$ cat config.mk
export PLATFORM = sky130hd
export DESIGN_NAME = pad_ctrl_top
export DESIGN_NICKNAME = d
export VERILOG_FILES = /design/src/pad_ctrl_pkg.sv /design/src/reg_bus_if.sv /design/src/pad_ctrl_top.sv /design/src/pad_mux.sv /design/src/pad_regfile.sv /design/src/reg_bus_arbiter.sv
export VERILOG_INCLUDE_DIRS = /design/src /design/src/include
export SDC_FILE = /design/constraint.sdc
export NUM_CORES = 1
export LEC_CHECK = 0
export BUFFER_PORTS_ARGS = -buffer_cell sky130_fd_sc_hd__buf_2
export CAP_MARGIN = 5
export CORE_MARGIN = 2
export CORE_UTILIZATION = 47
export DETAILED_ROUTE_END_ITERATION = 7
export PLACE_DENSITY_LB_ADDON = 0.08
export RECOVER_POWER = 100
export SETUP_SLACK_MARGIN = 0.5
export SLEW_MARGIN = 10
export SYNTH_ARGS = -nofsm -noshare
export SYNTH_HDL_FRONTEND = slang
export SYNTH_SLANG_ARGS = --single-unit
$ cat constraint.sdc
create_clock -name clk -period 2.6 [get_ports clk]
set_clock_uncertainty 0.1 [all_clocks]
set_input_delay 0.52 -clock clk [delete_from_list [all_inputs] [get_ports clk]]
set_output_delay 0.52 -clock clk [all_outputs]
set_load 0.01 [all_outputs]
$ cat src/include/pad_ctrl_config.svh
////////////////////////////////////////////////////////////////////////////
// Pad controller configuration: pad count, register map and hardware ID
////////////////////////////////////////////////////////////////////////////

`ifndef PAD_CTRL_CONFIG_SVH
`define PAD_CTRL_CONFIG_SVH

// Number of bonded pads handled by the controller
`define PAD_COUNT 22

// Byte offsets on the register bus
`define REG_OE_OFS  16'h0000
`define REG_FN_OFS  16'h0004
`define REG_OUT_OFS 16'h0008
`define REG_IN_OFS  16'h000C
`define REG_ID_OFS  16'h0010

// Chip ID in the upper half, system info in the lower half
`define HW_ID 32'hA7D2_0103

`endif

$ cat src/pad_ctrl_pkg.sv
////////////////////////////////////////////////////////////////////////////
// Pad controller types shared by the bus, arbiter and register file
////////////////////////////////////////////////////////////////////////////

`default_nettype none

package pad_ctrl_pkg;

    // One register bus request, held stable by the master until ack
    typedef struct packed {
        logic        we;
        logic [15:0] adr;
        logic [3:0]  sel;
        logic [31:0] wdata;
    } bus_req_t;

    // Owning master of the shared bus
    typedef logic master_id_t;

    localparam master_id_t MASTER_CPU = 1'b0;
    localparam master_id_t MASTER_DBG = 1'b1;

    // Register slot decoded from the bus address
    typedef enum logic [2:0] {
        REG_OE,
        REG_FN,
        REG_OUT,
        REG_IN,
        REG_ID,
        REG_NONE
    } reg_idx_e;

endpackage

`default_nettype wire

$ cat src/reg_bus_if.sv
////////////////////////////////////////////////////////////////////////////
// Wishbone-style register bus, classic cyc/stb/ack single accesses
////////////////////////////////////////////////////////////////////////////

`timescale 1ns/1ps
`default_nettype none

interface reg_bus_if
    import pad_ctrl_pkg::*;
();

    logic        cyc;
    logic        stb;
    bus_req_t    req;
    // Read data is only non-zero in the ack cycle
    logic [31:0] rdata;
    logic        ack;

    modport master (
        output cyc,
        output stb,
        output req,
        input  rdata,
        input  ack
    );

    modport slave (
        input  cyc,
        input  stb,
        input  req,
        output rdata,
        output ack
    );

endinterface

`default_nettype wire

$ cat src/pad_ctrl_top.sv
////////////////////////////////////////////////////////////////////////////
// Pad control subsystem: bus arbiter, register file and pad multiplexer
////////////////////////////////////////////////////////////////////////////

`timescale 1ns/1ps
`default_nettype none
`include "pad_ctrl_config.svh"

module pad_ctrl_top
    import pad_ctrl_pkg::*;
(
    input  logic                  clk,
    input  logic                  rst,

    // Processor port
    input  logic                  cpu_cyc_i,
    input  logic                  cpu_stb_i,
    input  logic                  cpu_we_i,
    input  logic [15:0]           cpu_adr_i,
    input  logic [3:0]            cpu_sel_i,
    input  logic [31:0]           cpu_dat_i,
    output logic [31:0]           cpu_dat_o,
    output logic                  cpu_ack_o,

    // Debug port
    input  logic                  dbg_cyc_i,
    input  logic                  dbg_stb_i,
    input  logic                  dbg_we_i,
    input  logic [15:0]           dbg_adr_i,
    input  logic [3:0]            dbg_sel_i,
    input  logic [31:0]           dbg_dat_i,
    output logic [31:0]           dbg_dat_o,
    output logic                  dbg_ack_o,

    // Special functions and pads
    input  logic [`PAD_COUNT-1:0] sf_oe_i,
    input  logic [`PAD_COUNT-1:0] sf_out_i,
    output logic [`PAD_COUNT-1:0] sf_in_o,
    input  logic [`PAD_COUNT-1:0] pad_in_i,
    output logic [`PAD_COUNT-1:0] pad_oe_o,
    output logic [`PAD_COUNT-1:0] pad_out_o
);

    bus_req_t              cpu_req;
    bus_req_t              dbg_req;
    logic [`PAD_COUNT-1:0] gpio_oe;
    logic [`PAD_COUNT-1:0] gpio_fn;
    logic [`PAD_COUNT-1:0] gpio_out;
    logic [`PAD_COUNT-1:0] pad_in_sync;

    reg_bus_if reg_bus ();

    assign cpu_req = '{we: cpu_we_i, adr: cpu_adr_i, sel: cpu_sel_i, wdata: cpu_dat_i};
    assign dbg_req = '{we: dbg_we_i, adr: dbg_adr_i, sel: dbg_sel_i, wdata: dbg_dat_i};

    reg_bus_arbiter u_arbiter (
        .clk        (clk),
        .rst        (rst),
        .m0_cyc_i   (cpu_cyc_i),
        .m0_stb_i   (cpu_stb_i),
        .m0_req_i   (cpu_req),
        .m0_rdata_o (cpu_dat_o),
        .m0_ack_o   (cpu_ack_o),
        .m1_cyc_i   (dbg_cyc_i),
        .m1_stb_i   (dbg_stb_i),
        .m1_req_i   (dbg_req),
        .m1_rdata_o (dbg_dat_o),
        .m1_ack_o   (dbg_ack_o),
        .bus        (reg_bus.master)
    );

    pad_regfile u_regfile (
        .clk           (clk),
        .rst           (rst),
        .bus           (reg_bus.slave),
        .pad_in_sync_i (pad_in_sync),
        .gpio_oe_o     (gpio_oe),
        .gpio_fn_o     (gpio_fn),
        .gpio_out_o    (gpio_out)
    );

    pad_mux u_pad_mux (
        .clk           (clk),
        .rst           (rst),
        .gpio_oe_i     (gpio_oe),
        .gpio_fn_i     (gpio_fn),
        .gpio_out_i    (gpio_out),
        .sf_oe_i       (sf_oe_i),
        .sf_out_i      (sf_out_i),
        .pad_in_i      (pad_in_i),
        .pad_oe_o      (pad_oe_o),
        .pad_out_o     (pad_out_o),
        .pad_in_sync_o (pad_in_sync),
        .sf_in_o       (sf_in_o)
    );

endmodule

`default_nettype wire

$ cat src/pad_mux.sv
////////////////////////////////////////////////////////////////////////////
// Pad multiplexer between GPIO and special function, input synchronizer
////////////////////////////////////////////////////////////////////////////

`timescale 1ns/1ps
`default_nettype none
`include "pad_ctrl_config.svh"

module pad_mux (
    input  logic                  clk,
    input  logic                  rst,
    input  logic [`PAD_COUNT-1:0] gpio_oe_i,
    input  logic [`PAD_COUNT-1:0] gpio_fn_i,
    input  logic [`PAD_COUNT-1:0] gpio_out_i,
    input  logic [`PAD_COUNT-1:0] sf_oe_i,
    input  logic [`PAD_COUNT-1:0] sf_out_i,
    input  logic [`PAD_COUNT-1:0] pad_in_i,
    output logic [`PAD_COUNT-1:0] pad_oe_o,
    output logic [`PAD_COUNT-1:0] pad_out_o,
    output logic [`PAD_COUNT-1:0] pad_in_sync_o,
    output logic [`PAD_COUNT-1:0] sf_in_o
);

    logic [`PAD_COUNT-1:0] meta_q;
    logic [`PAD_COUNT-1:0] sync_q;

    // FN bit set selects the special function for that pad
    assign pad_oe_o  = (gpio_fn_i & sf_oe_i) | (~gpio_fn_i & gpio_oe_i);
    assign pad_out_o = (gpio_fn_i & sf_out_i) | (~gpio_fn_i & gpio_out_i);

    // Two flops, pad_in is asynchronous to clk
    always_ff @(posedge clk) begin
        if (rst) begin
            meta_q <= '0;
            sync_q <= '0;
        end else begin
            meta_q <= pad_in_i;
            sync_q <= meta_q;
        end
    end

    assign pad_in_sync_o = sync_q;
    assign sf_in_o       = sync_q;

endmodule

`default_nettype wire

$ cat src/pad_regfile.sv
////////////////////////////////////////////////////////////////////////////
// Pad register file: direction, function and output data, plus readback
////////////////////////////////////////////////////////////////////////////

`timescale 1ns/1ps
`default_nettype none
`include "pad_ctrl_config.svh"

module pad_regfile
    import pad_ctrl_pkg::*;
(
    input  logic                  clk,
    input  logic                  rst,
    reg_bus_if.slave              bus,
    input  logic [`PAD_COUNT-1:0] pad_in_sync_i,
    output logic [`PAD_COUNT-1:0] gpio_oe_o,
    output logic [`PAD_COUNT-1:0] gpio_fn_o,
    output logic [`PAD_COUNT-1:0] gpio_out_o
);

    localparam int unsigned PAD_FILL = 32 - `PAD_COUNT;

    reg_idx_e              idx;
    logic                  access;
    logic                  done_q;
    logic [`PAD_COUNT-1:0] wr_mask;
    logic [`PAD_COUNT-1:0] wr_data;
    logic [31:0]           rd_word;

    always_comb begin
        case (bus.req.adr)
            `REG_OE_OFS:  idx = REG_OE;
            `REG_FN_OFS:  idx = REG_FN;
            `REG_OUT_OFS: idx = REG_OUT;
            `REG_IN_OFS:  idx = REG_IN;
            `REG_ID_OFS:  idx = REG_ID;
            default:      idx = REG_NONE;
        endcase
    end

    // First cycle of a cycle only, no second ack while cyc stays high
    assign access = bus.cyc && bus.stb && !bus.ack && !done_q;

    // Byte lanes, the top lane falls away above the last pad
    always_comb begin
        for (int i = 0; i < `PAD_COUNT; i++) begin
            wr_mask[i] = bus.req.sel[i / 8];
        end
    end

    assign wr_data = bus.req.wdata[`PAD_COUNT-1:0];

    always_comb begin
        case (idx)
            REG_OE:  rd_word = {{PAD_FILL{1'b0}}, gpio_oe_o};
            REG_FN:  rd_word = {{PAD_FILL{1'b0}}, gpio_fn_o};
            REG_OUT: rd_word = {{PAD_FILL{1'b0}}, gpio_out_o};
            REG_IN:  rd_word = {{PAD_FILL{1'b0}}, pad_in_sync_i};
            REG_ID:  rd_word = `HW_ID;
            default: rd_word = 32'h0;
        endcase
    end

    always_ff @(posedge clk) begin
        if (rst) begin
            bus.ack   <= 1'b0;
            bus.rdata <= 32'h0;
            done_q    <= 1'b0;
        end else begin
            bus.ack   <= access;
            bus.rdata <= (access && !bus.req.we) ? rd_word : 32'h0;
            if (!bus.cyc) begin
                done_q <= 1'b0;
            end else if (bus.ack) begin
                done_q <= 1'b1;
            end
        end
    end

    // Writes land on the same edge that raises ack; IN and ID are read only
    always_ff @(posedge clk) begin
        if (rst) begin
            gpio_oe_o  <= '0;
            gpio_fn_o  <= '0;
            gpio_out_o <= '0;
        end else if (access && bus.req.we) begin
            case (idx)
                REG_OE:  gpio_oe_o  <= (gpio_oe_o & ~wr_mask) | (wr_data & wr_mask);
                REG_FN:  gpio_fn_o  <= (gpio_fn_o & ~wr_mask) | (wr_data & wr_mask);
                REG_OUT: gpio_out_o <= (gpio_out_o & ~wr_mask) | (wr_data & wr_mask);
                default: ;
            endcase
        end
    end

endmodule

`default_nettype wire

$ cat src/reg_bus_arbiter.sv
////////////////////////////////////////////////////////////////////////////
// Round-robin arbiter giving one of two masters the shared register bus
////////////////////////////////////////////////////////////////////////////

`timescale 1ns/1ps
`default_nettype none

module reg_bus_arbiter
    import pad_ctrl_pkg::*;
(
    input  logic         clk,
    input  logic         rst,

    // Processor side
    input  logic         m0_cyc_i,
    input  logic         m0_stb_i,
    input  bus_req_t     m0_req_i,
    output logic [31:0]  m0_rdata_o,
    output logic         m0_ack_o,

    // Debug side
    input  logic         m1_cyc_i,
    input  logic         m1_stb_i,
    input  bus_req_t     m1_req_i,
    output logic [31:0]  m1_rdata_o,
    output logic         m1_ack_o,

    reg_bus_if.master    bus
);

    logic       busy_q;
    // Keeps its value after release and then acts as the last granted master
    master_id_t owner_q;
    master_id_t pick;
    logic       sel_m0;
    logic       sel_m1;

    // On a tie the master that was not granted last wins
    always_comb begin
        if (m0_cyc_i && m1_cyc_i) begin
            pick = ~owner_q;
        end else if (m1_cyc_i) begin
            pick = MASTER_DBG;
        end else begin
            pick = MASTER_CPU;
        end
    end

    always_ff @(posedge clk) begin
        if (rst) begin
            busy_q  <= 1'b0;
            owner_q <= MASTER_DBG;
        end else if (!busy_q) begin
            if (m0_cyc_i || m1_cyc_i) begin
                busy_q  <= 1'b1;
                owner_q <= pick;
            end
        end else if (bus.ack) begin
            // Release once the ack cycle has passed
            busy_q <= 1'b0;
        end
    end

    assign sel_m0 = busy_q && (owner_q == MASTER_CPU);
    assign sel_m1 = busy_q && (owner_q == MASTER_DBG);

    // Owner request goes straight through to the slave
    assign bus.cyc = (sel_m0 && m0_cyc_i) || (sel_m1 && m1_cyc_i);
    assign bus.stb = (sel_m0 && m0_stb_i) || (sel_m1 && m1_stb_i);
    assign bus.req = sel_m1 ? m1_req_i : m0_req_i;

    // Response steered to the owner only
    assign m0_ack_o   = sel_m0 && bus.ack;
    assign m1_ack_o   = sel_m1 && bus.ack;
    assign m0_rdata_o = sel_m0 ? bus.rdata : 32'h0;
    assign m1_rdata_o = sel_m1 ? bus.rdata : 32'h0;

endmodule

`default_nettype wire

==> results of run 1 <==
[power by group through the flow]
stage               sequential, uW  combinational (uW)  clock, uW
floorplan                     2200                 251          0
global placement              2190                 471          0
detailed placement            2200                 484          0
CTS                           2150                 548       2510
global route                  2150                 599       2620
finish                        2150                 558       2480
[cells by family after synthesis]
kind of cell / after synthesis / share of synthesized area, %
muxes: 99 / 16.2
buffers and inverters: 71 / 6.35
DFF: 137 / 40.7
AOI/OAI and AO/OA: 167 / 20.4
other: 1 / 0.0556
and+or+nand+nor: 193 / 16.3
[layout by cell type (no fill, tap or decap), types with 14 or more instances in the layout]
master     Yosys  final
nand2_1       17     15
nor2b_1       53     53
a21oi_1       64     56
a211oi_1      31     35
and3_1        25     24
a222oi_1      17     17
mux2i_1       24     24
mux2_2        63     57
a211oi_2      29     24
and2_1        31     15
nor2_1        34     33
clkbuf_1      21    106
dfxtp_1      137    136
buf_6          6     24
clkbuf_16      0     17
buf_4         25     32
buf_2         18    176
buf_12         0     14
[layer usage]
| metal | global-route usage (%) | vias to the layer above | share of wire [%] |
|---|---|---|---|
| li1 | - | 3077 | - |
| met3 | 5.17 | 41 | 8.3 |
| met4 | 10.9 | 0 | 2.2 |
| met5 | 0 | - | 0 |
| met1 | 36.1 | 3098 | 41 |
| met2 | 46.2 | 344 | 48 |
[how the worst min path moves through the flow]
stage | from | slack [ps] | end
floorplan | u_pad_mux.meta_q[0] | 310 | u_pad_mux.pad_in_sync_o[0]
global route | pad_in_i[21] | 200 | u_pad_mux.meta_q[21]
finish | pad_in_i[21] | 220 | u_pad_mux.meta_q[21]
global placement | u_pad_mux.meta_q[13] | 320 | u_pad_mux.pad_in_sync_o[13]
CTS | pad_in_i[21] | 200 | u_pad_mux.meta_q[21]
detailed placement | u_pad_mux.meta_q[9] | 320 | u_pad_mux.pad_in_sync_o[9]
[stage by stage]
stage | hold slack (ps) | power (uW) | instances | setup slack (ps) | instance area, um^2
2_1_floorplan | 314 | 2450 | 673 | 413 | 6930
3_3_place_gp | 318 | 2670 | 1111 | 60.8 | 8550
6_report | 215 | 5190 | 1177 | 218 | 9640
3_5_place_dp | 320 | 2680 | 1111 | -2.75 | 8550
4_1_cts | 203 | 5210 | 1170 | 370 | 9740
5_1_grt | 196 | 5370 | 1177 | 141 | 9640
[final cells by class]
class	instances	area share, %
Tap cell	180	2.34
Multi-Input combinational cell	468	40.0
Clock buffer	17	4.42
Timing Repair Buffer	359	22.8
Inverter	1	0.0390
Sequential cell	137	28.5
Clock inverter	15	1.97
[critical path: cells and delay by family (launching register included)]
kind | cells | cell delay (ps)
simple gates | 2 | 360
compound gates | 1 | 560
flops | 1 | 400
mux | 2 | 630
buf+inv | 1 | 180
[timing repair]
| action | 4_1_cts | 5_1_grt |
|---|---|---|
| resized for setup | 61 | 54 |
| cloned | 6 | 0 |
| pin swaps | 26 | 41 |
| setup endpoints to repair | 118 | 125 |
| buffers inserted | 21 | 7 |
==> qor.yml, run 1 <==
setup_path:
  rr_endpoint: "u_regfile.bus.rdata[13]"
  endpoint_kind: "flip-flop"
  cp.required_ps: 2770
  startpoint: "u_arbiter.busy_q"
  rr_worst_depth: 6
  rrSetupSlack_ps: 220
  cp_slowest_stage_delay_ps: 560
  r2r-start: "u_arbiter.busy_q"
  startpoint_type: "flip-flop"
  critical_path_arrival_ps: 2550
  critical_path.endpoint: "u_regfile.bus.rdata[13]"
  crit_path_cell_trace: "and2_4 -> mux2i_1 -> buf_12 -> mux2_1 -> a222oi_1 -> nor2_1"
  setup.worst_path.class: "reg2reg"
  crit_slowest_cell: "a222oi_1"
  cp_max_fo: 8
floorplanning:
  core_um2: 13900
  die_h_um: 124
  io_pins: 310
  core.rowCount: 43
  start_util_pct: 48.4
  die_w_um: 124
  die_area_um2: 15300
global_routing:
  antenna_found_initial: 0
  grt_pass1_vias: 6162
  grt_usage_pct: 27.9
  grt_max_degree: 121
  grt_pass1_wl_um: 32500
  grt_overflow: 0
yosys:
  synth-seq-cells: 137
  yosysMostFrequentCell: "dfxtp_1"
  synthArstFlopShare_pct: 0
  syn-instance-count: 668
  yosys_warnings: 0
  synth_ff_type: "dfxtp_1"
  netlist.area_leader.share_pct: 40.7
  synth_top_cell_by_area: "dfxtp_1"
  synth_area_per_cell_um2: 10.1
  synth_common_cells: "137 x dfxtp_1, 64 x a21oi_1, 63 x mux2_2, 53 x nor2b_1, 34 x nor2_1"
  ys_seq_area_share_pct: 40.7
  synth_edf_count: 0
  syn_area_um2: 6740
  ys_top_cells_by_area: "dfxtp_1 41%, mux2_2 11%, a211oi_2 5.4%"
  yosysUniqueCellTypes: 50
clocking:
  root_buffer: "clkbuf_16"
  numClockSinks: 137
  cts_buffer_depth: 2
  clock_latency_ps: 410
  cts_made_buffers: 17
  cts.clk_slew.worst_paths_ps: 60
  hold_buffers: 0
  tritoncts: "built"
  cts.htree.levels: 4
detailed_routing:
  wl_per_cell_um: 18.8
  drtIter0Drc: 479
  viasPerCell: 5.57
  dr_total_vias: 6560
  drc: 0
  ant_nets: 0
  wl_um: 22100
  drt_first_pass_iters: 5
power_and_ir_drop:
  ir_worst_vdd_v: 0.000407
  leakage_uw: 0.00408
  p_per_area_nw_per_um2: 539
  internal_power_uw: 3920
  switchingPower_uw: 1270
  p_seq_share_pct: 41.5
  pwr-share-clk_pct: 47.8
  combPwrFrac_pct: 10.8
  netSwitchingFraction_pct: 24.5
sta:
  finalSetupViolCount: 0
  layout_min_cycle_time_ps: 2380
  finalCritPeriodShare_pct: 91.6
  rsz0062_at_grt: "true"
  finalMaxSlewViolations: 0
  fin_tns_setup_ps: 0
  slew_headroom_pct: 1.76
  clock.fmax_ghz: 0.420
  worstMarginPinSlew_ps: 1470
  hold_viol: 0
final_layout:
  multiInputGateArea_um2: 3850
  nFillCells: 1160
  nNetsFinal: 1162
  seqCellArea_um2: 2740
  drive_above_1_share_pct: 42.0
  syn2layout_area_growth_pct: 43.0
  n_antenna_cell: 0
  final_util_pct: 69.1
placement:
  port_buffers: 281
  place.detailed.hpwl_um: 15400
  gp_congestion: 0.910
run_status:
  status: "finished clean"
hold_path:
  min_path_type: "in2reg"
  hold_depth: 2
run:
  cap_violations: 0
No activity file was read; power rests on OpenSTA's default activity.
==> run 2, diff against run 1 <==
- CORE_UTILIZATION: 47 -> 48
- SYNTH_HIERARCHICAL: unset -> 1
==> run 2 against run 1 <==
- the run now ends with negative setup slack left
- total power fell by 1.8%
- global-route usage increased by 0.57 points
- count of clock-buffer cells in the layout rose by 1
- wire length is 10% higher
- register-to-register slack got worse by 290 ps
- utilization increased by 1.6 points
- largest cell class unchanged
==> qor.yml, run 2 <==
run_status:
  status: "complete, but fails checks"
  violations: "negative setup slack"
floorplanning:
  die_area_um2: 15700  # +2.4%
  start_util_pct: 48.9  # +0.52 points
  core.rowCount: 44  # +2.3%
  die_h_um: 125  # +1.2%
  die_w_um: 125  # +1.2%
  core_um2: 14400  # +3.5%
  io_pins: 310  # unchanged
placement:
  place.detailed.hpwl_um: 16400  # +6.6%
  gp_congestion: 0.899  # -1.2%
  place_area_um2: 8840  # +3.4%
  port_buffers: 281  # unchanged
  dpl.cell_count: 1207  # +8.6%
clocking:
  hold_buffers: 0  # unchanged
  tritoncts: "built"
  numClockSinks: 137  # unchanged
  cts.htree.levels: 4  # unchanged
  clock_latency_ps: 420  # about the same
  root_buffer: "clkbuf_16"
  cts_buffer_depth: 2  # unchanged
  cts_made_buffers: 17  # unchanged
  cts.clk_slew.worst_paths_ps: 60  # about the same
final_layout:
  stdcell_area_um2: 10200  # +5.8%
  final_common_cell: "buf_2"
  n_antenna_cell: 0  # unchanged
  drive_above_1_share_pct: 50.3  # +8.3 points
  nFillCells: 1176  # +1.4%
  syn2layout_area_growth_pct: 44.6
  mostFrequentLayoutCells: "223 x buf_2, 135 x dfxtp_1, 80 x a21oi_1"
  final_cells: 1263  # +7.3%
  nNetsFinal: 1244  # +7.1%
  multiInputGateArea_um2: 4100  # +6.4%
  seqCellArea_um2: 2750  # +0.23%
power_and_ir_drop:
  netSwitchingFraction_pct: 25.6  # +1.1 points
  ir_worst_vdd_v: 0.000469  # +15%
  p_per_area_nw_per_um2: 500  # -7.2%
  internal_power_uw: 3790  # -3.3%
  p_seq_share_pct: 42.4  # +0.9 points
  pwr-share-clk_pct: 45.0  # -2.8 points
  combPwrFrac_pct: 12.5  # +1.7 points
  switchingPower_uw: 1300  # +2.6%
  leakage_uw: 0.00440  # +7.9%
detailed_routing:
  drc: 0  # unchanged
  wl_per_cell_um: 19.3  # +2.8%
  dr_total_vias: 7166  # +9.2%
  viasPerCell: 5.67  # +1.8%
  wl_um: 24400  # +10%
  ant_nets: 0  # unchanged
  drtIter0Drc: 730  # +52%
  drt_first_pass_iters: 6  # +1
sta:
  hold_slack_ps: 208  # -7.07 ps
  finalSetupViolCount: 70  # +70
  hold_viol: 0  # unchanged
  clock.fmax_ghz: 0.374  # -11%
  slew_headroom_pct: 65.9  # +64 points
  layout_min_cycle_time_ps: 2670  # +293 ps
  worstMarginPinSlew_ps: 512  # -961 ps
  timing.final.ws_setup_ps: -74.9  # -293 ps
  finalMaxSlewViolations: 0  # unchanged
  rsz0062_at_grt: "true"
  finalCritPeriodShare_pct: 103  # +11 points
setup_path:
  endpoint_kind: "flip-flop"
  critical_path_arrival_ps: 2920  # +370 ps
  cp_max_fo: 19  # +11
  setup.worst_path.class: "reg2reg"
  startpoint_type: "flip-flop"
  cp.required_ps: 2840  # +70 ps
global_routing:
  antenna_found_initial: 1  # +1
  grt_usage_pct: 28.5  # +0.57 points
  grt_overflow: 0  # unchanged
  grt_pass1_vias: 6435  # +4.4%
  grt_max_degree: 116  # -4.1%
  grt_pass1_wl_um: 35100  # +7.9%
yosys:
  yosys_warnings: 6  # +6
  synth_area_per_cell_um2: 9.23  # -8.5%
  syn_area_um2: 7050  # +4.6%
  syn-instance-count: 764  # +14%
run:
  cap_violations: 0  # unchanged
hold_path:
  min_path_type: "in2reg"
## run 2: final cells by class
class                      instances  area share (%)
multi-input combinational        541            40.2
sequential                       137            27.0
timing repair buffer             369            25.0
clock buffer                      18            4.21
tap                              184            2.26
clock inverter                    14            1.35
## run 2: power by group through the flow
stage               sequential (uW)  combinational [uW]  clock [uW]
finish                         2160                 638        2300
global route                   2160                 683        2420
CTS                            2160                 565        2330
detailed placement             2200                 531           0
global placement               2200                 526           0
floorplan                      2190                 326           0
## run 2: critical path, cell delays in order, from the launching register on
cell and delay (ps):
dfxtp_4 450, nand2_4 100, mux2_4 330, or4_4 620, buf_6 160, nor4_4 300, nand3_2 160, buf_6 210
a31oi_1 150
## run 2: per-stage QoR
| step | utilization [%] | total power, uW | setup slack [ps] | TNS [ps] |
|---|---|---|---|---|
| after floorplan | - | 2520 | -18.2 | -808 |
| after global placement | 61.3 | 2720 | -146 | -8980 |
| after detailed placement | 61.3 | 2730 | -167 | -9250 |
| after CTS | 66.3 | 5050 | -55.5 | -1400 |
| after global routing | 70.7 | 5270 | -164 | -9880 |
| final | 70.7 | 5100 | -74.9 | -1880 |
## run 2: timing repair
action / 4_1_cts / 5_1_grt
resized for setup: 39 / 107
hold endpoints to repair: 0 / 0
setup buffers: 3 / 10
cloned: 5 / 6
pin swaps: 3 / 15
setup endpoints to repair: 144 / 149
## run 2: path summary, 6_finish.rpt
path,start,to,slack (ps),cells after the start
setup / recovery,u_arbiter/busy_q,u_regfile/bus.rdata[8],-70,8
hold / removal,pad_in_i[17],u_pad_mux/meta_q[17],210,2
setup reg to reg,u_arbiter/busy_q,u_regfile/bus.rdata[8],-70,8
hold reg to reg,u_pad_mux/meta_q[5],u_pad_mux/pad_in_sync_o[5],330,1
## run 2: routing by layer
metal | vias up | wire length, um | GRT usage [%]
met1 | 3380 | 9900 | 35.4
met3 | 35 | 1780 | 6.63
met4 | 0 | 609 | 12.5
li1 | 3389 | - | -
met5 | - | 0 | 0
met2 | 362 | 12100 | 47.3
==> run 3, diff against run 2 <==
- ABC_AREA: unset -> 1
- CORE_UTILIZATION: 48 -> 49
==> run 3 against run 2 <==
- the run now ends clean
- wire length decreased by 11%
- non-clock buffer count decreased by 52
- utilization decreased by 6.9 points
- largest cell class unchanged
==> qor.yml, run 3 <==
final_layout:
  multiInputGateArea_um2: 3370  # -18%
  stdcell_area_um2: 9200  # -9.8%
  mostFrequentLayoutCells: "379 x nand2_1, 208 x nor2_1, 161 x buf_2"
  nFillCells: 1456  # +24%
  final_util_pct: 63.8  # -6.9 points
  syn2layout_area_growth_pct: 28.3
  drive_above_1_share_pct: 19.4  # -31 points
  final_common_cell: "nand2_1"
  seqCellArea_um2: 2750  # unchanged
  n_antenna_cell: 0  # unchanged
  nNetsFinal: 1591  # +28%
power_and_ir_drop:
  p_seq_share_pct: 43.4  # +1.0 points
  internal_power_uw: 3600  # -5.1%
  ir_worst_vdd_v: 0.000495  # +5.4%
  leakage_uw: 0.00441  # +0.24%
  pwr-share-clk_pct: 45.5  # +0.5 points
  combPwrFrac_pct: 11.1  # -1.4 points
  p_per_area_nw_per_um2: 541  # +8.2%
  switchingPower_uw: 1380  # +5.5%
  netSwitchingFraction_pct: 27.6  # +2.1 points
global_routing:
  grt_max_degree: 69  # -41%
  grt_overflow: 0  # unchanged
  grt_usage_pct: 27.1  # -1.4 points
  grt_pass1_wl_um: 33900  # -3.5%
  antenna_found_initial: 0  # -1
  grt_pass1_vias: 6896  # +7.2%
clocking:
  root_buffer: "clkbuf_16"
  cts_made_buffers: 17  # unchanged
  numClockSinks: 137  # unchanged
  cts_buffer_depth: 2  # unchanged
  tritoncts: "built"
  clock_latency_ps: 430  # about the same
  cts.clk_slew.worst_paths_ps: 60  # about the same
  cts.htree.levels: 4  # unchanged
detailed_routing:
  ant_nets: 0  # unchanged
  dr_total_vias: 7634  # +6.5%
  drtIter0Drc: 402  # -45%
  wl_um: 21700  # -11%
  wl_per_cell_um: 13.5  # -30%
  viasPerCell: 4.74  # -16%
  drt_first_pass_iters: 5  # -1
  drc: 0  # unchanged
floorplanning:
  die_h_um: 125  # -0.14%
  die_area_um2: 15600  # -0.29%
  io_pins: 310  # unchanged
  die_w_um: 125  # -0.14%
  core_um2: 14400  # unchanged
  start_util_pct: 49.7  # +0.87 points
  core.rowCount: 44  # unchanged
placement:
  gp_congestion: 0.848  # -5.6%
  place_area_um2: 8460  # -4.3%
  dp_slack_ps: 296  # +463 ps
  place.detailed.hpwl_um: 15700  # -4.0%
  port_buffers: 281  # unchanged
hold_path:
  hold_start: "pad_in_i[11]"
  min_path_type: "in2reg"
  hold_depth: 3  # +1
sta:
  fin_tns_setup_ps: 0  # +1880 ps
  hold_slack_ps: 190  # -17.8 ps
  timing.final.ws_setup_ps: 327  # +402 ps
  hold_viol: 0  # unchanged
  slew_headroom_pct: 5.58  # -60 points
  layout_min_cycle_time_ps: 2270  # -402 ps
  clock.fmax_ghz: 0.440  # +18%
  finalSetupViolCount: 0  # -100%
  rsz0062_at_grt: "true"
  worstMarginPinSlew_ps: 1420  # +904 ps
  finalCritPeriodShare_pct: 87.4  # -15 points
  finalMaxSlewViolations: 0  # unchanged
yosys:
  synth_area_per_cell_um2: 6.25  # -32%
  yosys_warnings: 6  # unchanged
  syn_area_um2: 7180  # +1.8%
  syn-instance-count: 1148  # +50%
setup_path:
  rr_worst_depth: 13  # +5
  endpoint_kind: "primary output"
  cp.required_ps: 1980  # -860 ps
  cp_max_fo: 22  # +3
  startpoint: "u_arbiter/owner_q"
  setup.worst_path.class: "reg2out"
  critical_path_arrival_ps: 1650  # -1270 ps
  r2r-start: "u_arbiter/busy_q"
  startpoint_type: "flip-flop"
run_status:
  status: "finished clean"
run:
  cap_violations: 0  # unchanged
[run 3: critical path, stage by stage (launching register included)]
cell and delay, ps:
dfxtp_4 440, nand2_4 120, clkbuf_2 330, nor2_1 170
clkbuf_1 160
[run 3: per-layer routing]
metal	track usage [%]	wire [um]
met3	6.50	1760
met5	0	0
met1	34.6	9300
met4	7.39	262
met2	46.0	10400
[run 3: stage by stage]
step / power (uW) / instances
3_5_place_dp: 2710 / 1557
3_3_place_gp: 2710 / 1557
2_1_floorplan: 2540 / 1150
4_1_cts: 4990 / 1601
5_1_grt: 5180 / 1610
6_report: 4980 / 1610
[run 3: cell type report]
cell class,count,area share [%]
sequential,137,29.9
tap,184,2.50
clock inverter,15,1.45
clock buffer,17,4.62
inverter,157,6.72
multi-input combinational,783,36.7
timing repair buffer,317,18.2
[run 3: power by group through the flow]
stage / logic [uW] / clock network [uW] / registers [uW]
3_3_place_gp: 508 / 0 / 2200
6_report: 553 / 2260 / 2160
2_1_floorplan: 345 / 0 / 2190
4_1_cts: 545 / 2290 / 2160
5_1_grt: 623 / 2400 / 2160
3_5_place_dp: 513 / 0 / 2200
[run 3: final timing paths]
| kind | slack (ps) | endpoint |
|---|---|---|
| worst max-delay path | 330 | dbg_dat_o[12] |
| worst max register to register | 350 | u_regfile/bus.rdata[21] |
| worst min-delay path | 190 | u_pad_mux/meta_q[11] |
| worst min register to register | 300 | u_pad_mux/pad_in_sync_o[12] |
[run 3: repair_timing]
| item | 4_1_cts | 5_1_grt |
|---|---|---|
| buffers inserted | 11 | 6 |
| cloned | 1 | 3 |
| pin swaps | 7 | 11 |
| gates resized for setup | 32 | 55 |
| hold buffers | 0 | 0 |
| endpoints found under the setup margin | 141 | 147 |
